==> src/hw/wiscCfg.svh <==
/*
   Front end sizing. The ISA fixes a 16-bit word and 8 registers,
   so only the memory depth and reset PC are safe to change
*/
`ifndef WISC_CFG_SVH
`define WISC_CFG_SVH

// Data and instruction width in bits
`define WORD_W 16

// Number of architectural registers
`define REG_CNT 8

// Instruction memory size in 16-bit words
`define IMEM_DEPTH 64

// First PC after reset
`define RESET_PC 16'h0000

`endif

==> src/hw/isaPkg.sv <==
/*
   WISC instruction word layout. Only opcodes the front end acts on are named
   and any other code decodes as an ordinary instruction
*/
package isaPkg;

   typedef enum logic [4:0] {
      opHalt  = 5'b00000,
      opNop   = 5'b00001,
      opJ     = 5'b00100,                 // PC-relative jump with 11-bit displacement
      opJr    = 5'b00101,                 // Register jump
      opJal   = 5'b00110,                 // Links into R7
      opJalr  = 5'b00111,
      opXori  = 5'b01010,                 // Logical immediates are zero extended
      opAndni = 5'b01011,
      opBeqz  = 5'b01100,
      opBnez  = 5'b01101,
      opBltz  = 5'b01110,
      opBgez  = 5'b01111,
      opLbi   = 5'b11000
   } opcodeT;

   // I format with a 5-bit immediate
   typedef struct packed {
      opcodeT     op;
      logic [2:0] rs;
      logic [2:0] rd;
      logic [4:0] imm;
   } iFmtT;

   // Branches, JR, JALR and LBI carry an 8-bit immediate after rs
   typedef struct packed {
      opcodeT     op;
      logic [2:0] rs;
      logic [7:0] imm;
   } biFmtT;

   // J and JAL
   typedef struct packed {
      opcodeT      op;
      logic [10:0] disp;
   } jFmtT;

   // Three register format
   typedef struct packed {
      opcodeT     op;
      logic [2:0] rs;
      logic [2:0] rt;
      logic [2:0] rd;
      logic [1:0] fn;                     // Selects the operation inside an opcode group
   } rFmtT;

   // The opcode sits in bits 15:11 of every view
   typedef union packed {
      iFmtT  iFmt;
      biFmtT biFmt;
      jFmtT  jFmt;
      rFmtT  rFmt;
   } instrU;

endpackage

==> src/hw/pipePkg.sv <==
/*
   Bundles passed between fetch, decode and the later stages.
   Valid qualifies each bundle and there is no back-pressure
*/
`include "wiscCfg.svh"

package pipePkg;
   import isaPkg::*;

   localparam int regAddrW  = $clog2(`REG_CNT);
   localparam int imemAddrW = $clog2(`IMEM_DEPTH);

   // Byte step between sequential instructions
   localparam logic [`WORD_W-1:0] instrBytes = `WORD_W'(2);

   typedef struct packed {
      logic               valid;
      instrU              instr;
      logic [`WORD_W-1:0] pc;
   } fetchOutT;

   typedef struct packed {
      logic               valid;
      instrU              instr;
      logic [`WORD_W-1:0] rsData;
      logic [`WORD_W-1:0] rtData;
      logic [`WORD_W-1:0] imm;            // Already extended for the format
      logic [`WORD_W-1:0] pcPlus2;        // Own PC+2 and also the link value
   } decodeOutT;

   typedef enum logic [1:0] {
      srcAlu,
      srcImm,
      srcLink
   } wbSrcT;

   // One register write returned by the later stages
   typedef struct packed {
      logic                en;
      logic [regAddrW-1:0] addr;
      wbSrcT               src;
      logic [`WORD_W-1:0]  aluData;
      logic [`WORD_W-1:0]  imm;
      logic [`WORD_W-1:0]  pcPlus2;
   } wbT;

   typedef struct packed {
      logic                 en;
      logic [imemAddrW-1:0] addr;         // Word address
      logic [`WORD_W-1:0]   data;
   } imemWrT;

endpackage

==> src/hw/regFile.sv <==
/*
   Eight general registers. R0 is an ordinary register and not tied to zero.
   A write shows on both read ports in the same cycle
*/
`timescale 1ns/100ps
`include "wiscCfg.svh"

module regFile import pipePkg::*; (
   input  logic                clk,
   input  logic                rstN,
   input  logic [regAddrW-1:0] rdAddrA,
   input  logic [regAddrW-1:0] rdAddrB,
   input  logic                wrEn,
   input  logic [regAddrW-1:0] wrAddr,
   input  logic [`WORD_W-1:0]  wrData,
   output logic [`WORD_W-1:0]  rdDataA,
   output logic [`WORD_W-1:0]  rdDataB
);

   logic [`WORD_W-1:0] regs [`REG_CNT];
   logic               hitA;
   logic               hitB;

   // All registers start at zero so programs see a known state
   always_ff @(posedge clk or negedge rstN) begin
      if (!rstN) begin
         for (int i = 0; i < `REG_CNT; i++) begin
            regs[i] <= '0;
         end
      end else if (wrEn) begin
         regs[wrAddr] <= wrData;
      end
   end

   // Bypass the write port when it targets the register being read
   assign hitA = wrEn && (wrAddr == rdAddrA);
   assign hitB = wrEn && (wrAddr == rdAddrB);

   assign rdDataA = hitA ? wrData : regs[rdAddrA];
   assign rdDataB = hitB ? wrData : regs[rdAddrB];  // Same rule as port A

endmodule

==> src/hw/immExtend.sv <==
/*
   Immediate extraction for every WISC format. Codes not named in isaPkg
   are treated as 5-bit signed I format
*/
`timescale 1ns/100ps
`include "wiscCfg.svh"

module immExtend import isaPkg::*; (
   input  instrU              instr,
   output logic [`WORD_W-1:0] imm
);

   logic [`WORD_W-1:0] imm5Zero;
   logic [`WORD_W-1:0] imm5Sign;
   logic [`WORD_W-1:0] imm8Sign;
   logic [`WORD_W-1:0] disp11Sign;

   // Every format is extended up front and the opcode picks one below
   assign imm5Zero   = {{(`WORD_W-5){1'b0}}, instr.iFmt.imm};
   assign imm5Sign   = {{(`WORD_W-5){instr.iFmt.imm[4]}}, instr.iFmt.imm};
   assign imm8Sign   = {{(`WORD_W-8){instr.biFmt.imm[7]}}, instr.biFmt.imm};
   assign disp11Sign = {{(`WORD_W-11){instr.jFmt.disp[10]}}, instr.jFmt.disp};

   always_comb begin
      case (instr.iFmt.op)
         opXori, opAndni: begin
            imm = imm5Zero;                     // Logical ops keep the upper bits clear
         end
         opBeqz, opBnez, opBltz, opBgez, opJr, opJalr, opLbi: begin
            imm = imm8Sign;
         end
         opJ, opJal: begin
            imm = disp11Sign;                   // Byte displacement from PC+2
         end
         default: begin
            imm = imm5Sign;
         end
      endcase
   end

endmodule

==> src/hw/fetchStage.sv <==
/*
   PC, loadable instruction memory and the IF/ID register.
   The PC is a byte address and the memory wraps above IMEM_DEPTH words
*/
`timescale 1ns/100ps
`include "wiscCfg.svh"

module fetchStage import isaPkg::*, pipePkg::*; (
   input  logic               clk,
   input  logic               rstN,
   input  logic               run,
   input  imemWrT             imemWr,
   input  logic               redirect,
   input  logic [`WORD_W-1:0] target,
   input  logic               halted,
   output fetchOutT           ifOut
);

   logic [`WORD_W-1:0] imem [`IMEM_DEPTH];
   logic [`WORD_W-1:0] pc;
   logic [`WORD_W-1:0] pcPlus2;
   logic [`WORD_W-1:0] nextPc;
   logic               fetchEn;
   logic               ifValid;
   instrU              ifInstr;
   logic [`WORD_W-1:0] ifPc;

   // External load port, usable at any time
   always_ff @(posedge clk) begin
      if (imemWr.en) begin
         imem[imemWr.addr] <= imemWr.data;
      end
   end

   assign fetchEn = run && !halted;              // Halt freezes the PC for good
   assign pcPlus2 = pc + instrBytes;
   assign nextPc  = redirect ? target : pcPlus2;

   always_ff @(posedge clk or negedge rstN) begin
      if (!rstN) begin
         pc      <= `RESET_PC;
         ifValid <= 1'b0;
      end else begin
         // A redirect squashes the word fetched alongside it
         ifValid <= fetchEn && !redirect;
         if (fetchEn) begin
            pc <= nextPc;
         end
      end
   end

   // Word index drops the byte bit of the PC
   always_ff @(posedge clk) begin
      if (fetchEn) begin
         ifInstr <= imem[pc[imemAddrW:1]];
         ifPc    <= pc;
      end
   end

   assign ifOut = '{valid: ifValid, instr: ifInstr, pc: ifPc};

endmodule

==> src/hw/decodeStage.sv <==
/*
   Decode with register reads, writeback select and branch resolution.
   Control transfers resolve here and cost one squashed fetch slot.
   The word behind HALT is dropped while fetch is still winding down
*/
`timescale 1ns/100ps
`include "wiscCfg.svh"

module decodeStage import isaPkg::*, pipePkg::*; (
   input  logic               clk,
   input  logic               rstN,
   input  fetchOutT           ifOut,
   input  wbT                 wb,
   output logic               redirect,
   output logic [`WORD_W-1:0] target,
   output logic               halted,
   output decodeOutT          decOut
);

   opcodeT              op;
   logic [regAddrW-1:0] rsAddr;
   logic [regAddrW-1:0] rtAddr;
   logic [`WORD_W-1:0]  rsData;
   logic [`WORD_W-1:0]  rtData;
   logic [`WORD_W-1:0]  imm;
   logic [`WORD_W-1:0]  pcPlus2;
   logic [`WORD_W-1:0]  wrData;
   logic                live;
   logic                pcRelTaken;
   logic                regJump;
   logic                decValid;
   instrU               decInstr;
   logic [`WORD_W-1:0]  decRsData;
   logic [`WORD_W-1:0]  decRtData;
   logic [`WORD_W-1:0]  decImm;
   logic [`WORD_W-1:0]  decPcPlus2;

   assign op     = ifOut.instr.rFmt.op;
   assign rsAddr = ifOut.instr.rFmt.rs;           // Bits 10:8 in every format
   assign rtAddr = ifOut.instr.rFmt.rt;
   assign live   = ifOut.valid && !halted;        // Nothing past HALT is decoded

   // Write value comes from whichever later stage produced it
   always_comb begin
      case (wb.src)
         srcImm:  wrData = wb.imm;                // LBI
         srcLink: wrData = wb.pcPlus2;            // JAL and JALR return address
         default: wrData = wb.aluData;
      endcase
   end

   regFile uRegFile (.clk(clk), .rstN(rstN), .rdAddrA(rsAddr), .rdAddrB(rtAddr),
                     .wrEn(wb.en), .wrAddr(wb.addr), .wrData(wrData),
                     .rdDataA(rsData), .rdDataB(rtData));

   immExtend uImmExtend (.instr(ifOut.instr), .imm(imm));

   assign pcPlus2 = ifOut.pc + instrBytes;

   // Branch conditions look at rs only
   always_comb begin
      case (op)
         opBeqz:     pcRelTaken = (rsData == '0);
         opBnez:     pcRelTaken = (rsData != '0);
         opBltz:     pcRelTaken = rsData[`WORD_W-1];
         opBgez:     pcRelTaken = !rsData[`WORD_W-1];
         opJ, opJal: pcRelTaken = 1'b1;
         default:    pcRelTaken = 1'b0;
      endcase
   end

   assign regJump  = (op == opJr) || (op == opJalr);
   assign target   = regJump ? rsData + imm : pcPlus2 + imm;
   assign redirect = live && (pcRelTaken || regJump);

   always_ff @(posedge clk or negedge rstN) begin
      if (!rstN) begin
         decValid <= 1'b0;
         halted   <= 1'b0;
      end else begin
         decValid <= live;
         if (live && op == opHalt) begin
            halted <= 1'b1;                       // Sticky until reset
         end
      end
   end

   // ID/EX payload, qualified by decValid
   always_ff @(posedge clk) begin
      decInstr   <= ifOut.instr;
      decRsData  <= rsData;
      decRtData  <= rtData;
      decImm     <= imm;
      decPcPlus2 <= pcPlus2;
   end

   assign decOut = '{valid: decValid, instr: decInstr, rsData: decRsData,
                     rtData: decRtData, imm: decImm, pcPlus2: decPcPlus2};

endmodule

==> src/hw/wiscFrontEnd.sv <==
/*
   Fetch and decode of the WISC pipeline. The caller models execute and
   writeback and must accept every valid decOut word
*/
`timescale 1ns/100ps
`include "wiscCfg.svh"

module wiscFrontEnd import pipePkg::*; (
   input  logic      clk,
   input  logic      rstN,
   input  logic      run,                 // Held high once the program is loaded
   input  imemWrT    imemWr,
   input  wbT        wb,
   output decodeOutT decOut,
   output logic      halted
);

   fetchOutT           ifOut;
   logic               redirect;
   logic [`WORD_W-1:0] target;

   fetchStage uFetch (
      .clk      (clk),
      .rstN     (rstN),
      .run      (run),
      .imemWr   (imemWr),
      .redirect (redirect),               // Resolved one stage later in decode
      .target   (target),
      .halted   (halted),
      .ifOut    (ifOut)
   );

   decodeStage uDecode (
      .clk      (clk),
      .rstN     (rstN),
      .ifOut    (ifOut),
      .wb       (wb),
      .redirect (redirect),
      .target   (target),
      .halted   (halted),
      .decOut   (decOut)
   );

endmodule

==> config.mk <==
export PLATFORM = sky130hd
export DESIGN_NAME = wiscFrontEnd
export DESIGN_NICKNAME = d
export VERILOG_FILES = /design/src/hw/isaPkg.sv /design/src/hw/pipePkg.sv /design/src/hw/regFile.sv /design/src/hw/immExtend.sv /design/src/hw/fetchStage.sv /design/src/hw/decodeStage.sv /design/src/hw/wiscFrontEnd.sv
export VERILOG_INCLUDE_DIRS = /design/src /design/src/hw
export SDC_FILE = /design/constraint.sdc
export NUM_CORES = 2
export LEC_CHECK = 0
export BUFFER_PORTS_ARGS = -buffer_cell sky130_fd_sc_hd__buf_2
export CORE_MARGIN = 2
export CORE_UTILIZATION = 67
export DETAILED_ROUTE_END_ITERATION = 8
export PLACE_DENSITY = 0.94
export SYNTH_ARGS = -nofsm -noshare
export SYNTH_HDL_FRONTEND = slang
export SYNTH_SLANG_ARGS = --single-unit
==> constraint.sdc <==
create_clock -name clk -period 12.4 [get_ports clk]
set_input_delay 1.24 -clock clk [delete_from_list [all_inputs] [get_ports clk]]
set_output_delay 1.24 -clock clk [all_outputs]
set_load 0.03 [all_outputs]
# ---- After elaboration in Yosys (flattened, before gate mapping)
# Memories as Yosys holds them, arrays and structs flattened. A register that Yosys moved wholly into a read port is not among the register bits.
# Index checks and enable logic that the tools add are counted.
dict set report classes {
  mux 18
  n_bitwise 3
  reduce_logical 19
  n_eq_ne 15
  addsub 4
  order_cmp 4
}
# cell n
set ops {}
lappend ops {{16-bit two-way mux} 9}
lappend ops {{128-bit bitwise mux} 1}
lappend ops {{16-bit binary-select mux with 3-bit select} 2}
lappend ops {{16-bit demux with 3-bit select} 1}
lappend ops {{16-bit one-hot mux with 3 select lines} 1}
lappend ops {{16-bit adder} 2}
lappend ops {{16-bit by 2-bit adder with 16-bit output (second input constant)} 2}
lappend ops {{16-bit one-hot mux with 2 select lines} 1}
lappend ops {{5-bit by 4-bit == test with 1-bit output (second input constant)} 6}
lappend ops {{5-bit by 3-bit == test with 1-bit output (second input constant)} 4}
lappend ops {{16-bit zero test} 1}
lappend ops {{16-bit nonzero test} 1}
lappend ops {{4-bit greater-or-equal comparator (second input constant)} 3}
lappend ops {{3-bit inverter with 4-bit output} 3}
lappend ops {{1-bit logical AND} 8}
lappend ops {{7-bit OR reduction} 1}
lappend ops {{3-bit == test} 2}
lappend ops {{5-bit == test (second input constant)} 1}
lappend ops {{5-bit zero test} 1}
lappend ops {{1-bit one-hot mux with 5 select lines} 1}
lappend ops {{4-bit by 1-bit < comparator with 1-bit output (second input constant)} 1}
lappend ops {{2-bit OR reduction} 2}
lappend ops {{1-bit zero test} 3}
lappend ops {{2-bit by 1-bit == test with 1-bit output (second input constant)} 1}
lappend ops {{3 further kinds} 5}
dict set report totals {
  input_bits 80
  ff_bits 243
  output_inout_bits 82
  memories 1
  elab_cells 82
  ramBits 1024
}
# name words width read_ports rd_clocked_by_memory_dff wr line
set mem_list {}
lappend mem_list {uFetch.imem 64 16 1 1 1 fetchStage.sv:19} ;# logic [`WORD_W-1:0] imem [`IMEM_DEPTH];

# ---- Logic depth before layout (Yosys ltp)
dict set report logic_depth {
  ltp_word 11
  ltp_mapped 20
  mapped_depth_nobuf 18
}

# ---- Modules after synthesis
# From an unflattened synthesis, not the netlist that was laid out.
dict set report hier_totals {
  cells_unflattened 2700
  area_unflattened_um2 52326.4
}
# module seq_area_each_um2 n_inst area_each_um2 cells_each
set modules_own_cells {}
lappend modules_own_cells {fetchStage 32135.8 1 41332.1 1917}
lappend modules_own_cells {regFile 3203.1 1 7533.5 452}
lappend modules_own_cells {decodeStage 1651.6 1 3240.6 301}
lappend modules_own_cells {immExtend 0.0 1 220.2 30}

# ---- Worst setup path after synthesis
# Ideal clock, no wire load.
dict set report synth_timing {
  kind {in2reg}
  start {input port wb[48] in the netlist's numbering}
  end {register uFetch.pc[12]}
  stages 20
  required_ns 12.208
  n_path_buf 2
  arrival_ns 4.803
  path_slack_ns 7.406
  setup_time_ns 0.192
  path_cell_list {inv_1 -> ha_1 -> buf_2 -> inv_1 -> buf_1 -> o21ai_1 -> mux2i_1 -> mux2_2 -> ha_1 -> fa_1 -> a21o_1 -> a21oi_1 -> nor2b_1 -> nand4_1 -> mux2i_1 -> o21ai_1 -> nand2_1 -> and2_1 -> o41ai_1 -> a21oi_1}
}
dict set report synth_between {
  elab_chain_cells 8
  word_cells_on_any_way 13
  cone_classes {add/sub (1); eq/ne (2); mux (5); reduce/logical (5)}
}
# element line
set synth_rtl {}
lappend synth_rtl {{from (decl)} wiscFrontEnd.sv:13} ;# input wbT wb,
lappend synth_rtl {{2-bit == test / 2-bit by 1-bit == test with 1-bit output (equally long branches)} decodeStage.sv:45} ;# case (wb.src)
lappend synth_rtl {{16-bit one-hot mux with 2 select lines (*)} decodeStage.sv:45}
lappend synth_rtl {{16-bit two-way mux (*)} regFile.sv:39} ;# assign rdDataA = hitA ? wrData : regs[rdAddrA];
lappend synth_rtl {{net uDecode.rsData[0]} decodeStage.sv:23} ;# logic [`WORD_W-1:0] rsData;
lappend synth_rtl {{branches (longest 4 deep; another with 16-bit adder)} -}
lappend synth_rtl {{16-bit two-way mux (*)} fetchStage.sv:37} ;# assign nextPc = redirect ? target : pcPlus2;
lappend synth_rtl {{to (signal assigned)} fetchStage.sv:41} ;# pc <= `RESET_PC;
lappend synth_rtl {{to (signal assigned)} fetchStage.sv:47} ;# pc <= nextPc;
lappend synth_rtl {{to (decl)} fetchStage.sv:20} ;# logic [`WORD_W-1:0] pc;
# Mark *: on every way through the listed nets, which the timed path passes.
# A chain may end at the register's enable or synchronous reset.

# ---- Final worst setup path
# Ends and elaborated chain as after synthesis.

==> results.yml <==
status:
  status: "completed"
synth:
  synthMuxAreaShare: 0.190
  syn-instance-count: 2620
  ys_ff_latch: 1273
  synth-compound-area-share: 0.0292
  synth_top_cell_by_area: "edfxtp_1"
  synth_flop_cell: "edfxtp_1"
  synth_top_family_by_area: "multiplexers"
  synthSimpleGateAreaFrac: 0.0335
  synth_edf_count: 1056
  yosys_warnings: 0
  syn_avg_cell_area_um2: 19.5
  netlist_area_um2: 51000
  yosysUniqueCellTypes: 59
  synth_fp_nets: 2720
  synth-adder-area-share: 0.00505
  yosysTopAreaCellShare: 0.622
  synth_area_leaders: "edfxtp_1 62%, mux4_2 18%, dfrtp_1 7.2%"
  ys_seq_area_frac: 0.721
  synth-xor-area-share: 0.00532
  async_flop_share: 0.115
floorplanning:
  dieHeight_um: 280
  rows: 101
  die_w_um: 280
  io_pins: 162
  coreArea_um2: 75700
  initial_core_util: 0.674
  die-area_um2: 78400
detailed_routing:
  routedWlPerCell_um: 39.1
  top_layer: "met5"
  wl_um: 152000
  drcViolationCount: 0
  wl_met1_um: 46900
  vias_per_cell: 7.56
  ant_nets: 0
  drtPass1Iterations: 6
  drt_iter0_drc: 4598
  wl_met3_um: 16900
  dr_wl_met2_um: 76100
  vias: 29476
cts:
  cts_made_buffers: 117
  cts_root_buf: "clkbuf_16"
  path_clk_slew_ns: 0.06
  insertion_delay_ns: 0.72
  post_cts_resized: 0
  postCtsSetupRepairBufs: 0
  clock_path_buffers: 3
  h-tree-depth: 3
  clock-sinks: 1273
  holdBufCountCts: 0
  cts_tree: "done"
global_route:
  gr-total-overflow: 0
  grt_max_degree: 142
  grt.total_usage: 0.399
  grt_pass1_vias: 29142
  antenna_found_initial: 10
  grt_pass1_wl_um: 217000
critical_path:
  crit_fanout: 17
  rrSetupSlack_ns: 7.32
  crit_required_ns: 12.96
  end_kind: "register"
  cp.arrival_ns: 6.26
  critPathKind: "primary input to register"
  worstSetupStartpointType: "primary input"
power:
  powerDensity_nw_per_um2: 239
  leakage_nw: 19.4
  worst_ir_drop_vdd_mv: 0.225
  power_mw: 13.6
cells_and_area:
  fill_cells: 3733
  drive_gt1_frac: 0.301
  synthToLayoutAreaGrowth_pct: 11.6
  fin_nets: 2918
  utilization: 0.752
placed_design:
  dp_hpwl_um: 83200
  gp_congestion: 0.899
  io_buffers: 161
run:
  drv_cap: 0
timing:
  fin_tns_setup_ns: 0
  finalMaxSlewViolations: 0
  max_slew.worst_pin.slew_ns: 1.46
  fmax_mhz: 176
  hold_viol: 0
  slew-limit-headroom: 0.0244
  skew_ns: 0.0478
  fin_crit_sh: 0.459
  min_period_ns: 5.69
  rsz0062_at_grt: "no"
  setup_viol: 0
min_path:
  hold_class: "register to register"
[synth_stat cells, types with 3 or more instances]
cell type / n
edfxtp_1: 1056
mux4_2: 400
nand2_1: 187
o21ai_0: 159
dfrtp_1: 147
clkbuf_1: 106
nor2_1: 99
dfxtp_1: 70
mux2i_1: 36
nand3_1: 33
a21oi_1: 31
mux2_2: 29
buf_1: 28
xnor2_1: 25
ha_1: 19
a221o_1: 17
inv_1: 17
o21ai_1: 16
buf_4: 14
buf_2: 13
nor2b_1: 11
a21o_1: 8
and3_1: 8
nand4_1: 8
nor3_1: 7
or2_2: 6
xor2_1: 6
nand2b_1: 5
or3_1: 5
a31oi_1: 4
and2_1: 4
buf_6: 4
nand3b_1: 4
a211oi_1: 3
nor4_1: 3
o22ai_1: 3
[worst paths after layout]
check	startpoint	endpoint	cells after the start
worst max-delay path	wb[48]	uFetch.pc[12]	19
worst min-delay path	uFetch.pc[0]	uFetch.ifPc[0]	0
worst max register to register	uFetch.pc[1]	uFetch.ifInstr[11]	5
worst min register to register	uFetch.pc[0]	uFetch.ifPc[0]	0
max in group asynchronous	rstN	uDecode.uRegFile.regs[69]	2
min in group asynchronous	rstN	uFetch.pc[12]	1
[per-layer routing]
metal,vias to the layer above,GRT usage
met3,658,0.0827
li1,11000,-
met4,14,0.256
met5,-,0
met2,2844,0.658
met1,14960,0.490
[layout by cell type, fill, tap and decap left out, types with 31 or more instances in the layout]
cell type  count
o21ai_0      159
mux2i_1       36
edfxtp_1    1056
dfxtp_1       70
nor2_1        95
mux4_2       400
clkbuf_16    119
a21oi_1       31
buf_4         84
buf_2        158
dfrtp_1      143
nand3_1       33
nand2_1      187
[cell type report]
| class | instances | area (µm²) | area share |
|---|---|---|---|
| clock buffer | 140 | 3110 | 0.0546 |
| sequential | 1273 | 36800 | 0.647 |
| multi-input combinational | 1165 | 13500 | 0.237 |
| timing repair buffer | 244 | 1450 | 0.0255 |
| antenna | 5 | 12.5 | 0.000220 |
| clock inverter | 78 | 771 | 0.0135 |
| tap | 978 | 1220 | 0.0215 |
| inverter | 17 | 63.8 | 0.00112 |
[flip-flops by register name (all words and copies together) (netlist names)]
register,flops
uDecode.decImm,6
uDecode.decInstr,16
uDecode.decPcPlus2,16
uDecode.decRsData,16
uDecode.decRtData,16
uDecode.decValid,1
uDecode.halted,1
uDecode.uRegFile.regs,128
uFetch.ifInstr,16
uFetch.ifPc,16
uFetch.ifValid,1
uFetch.imem,1024
uFetch.pc,16
[logic make-up after synthesis]
group                    Yosys count
flip-flops                      1273
multiplexers                     466
AND/OR/NAND/NOR                  390
AO/OA/AOI/OAI                    258
buffers and inverters            182
XOR/XNOR                          31
adder cells (fa/ha/maj)           20
[worst max-delay path, cell delays in order]
cell and delay, ns:
buf_2 0.11, inv_1 0.05, ha_1 0.62, inv_1 0.41, o21ai_1 0.73, mux2i_1 0.38, mux2_2 0.37, ha_1 0.22
fa_1 0.44, a21o_1 0.17, a21oi_1 0.21, nor2b_1 0.13, nand4_1 0.11, mux2i_1 0.10, o21ai_1 0.20, nand2_1 0.12
and2_1 0.15, o41ai_1 0.34, a21oi_1 0.14
[stage by stage]
stage	cell area [µm²]	hold slack, ns	setup slack (ns)	cells
3_5_place_dp	53000	0.445	6.14	3677
6_report	56900	0.466	6.71	3900
4_1_cts	56900	0.461	6.83	3895
5_1_grt	56900	0.474	6.40	3897
2_1_floorplan	51000	0.342	7.41	2620
3_3_place_gp	53000	0.430	6.45	3677
[power breakdown]
group,internal (mW),switching (mW),total [mW]
combinational,1.97,2.54,4.51
sequential,4.97,0.377,5.35
clock,2.04,1.68,3.72
(Power assumes the default switching activity.)
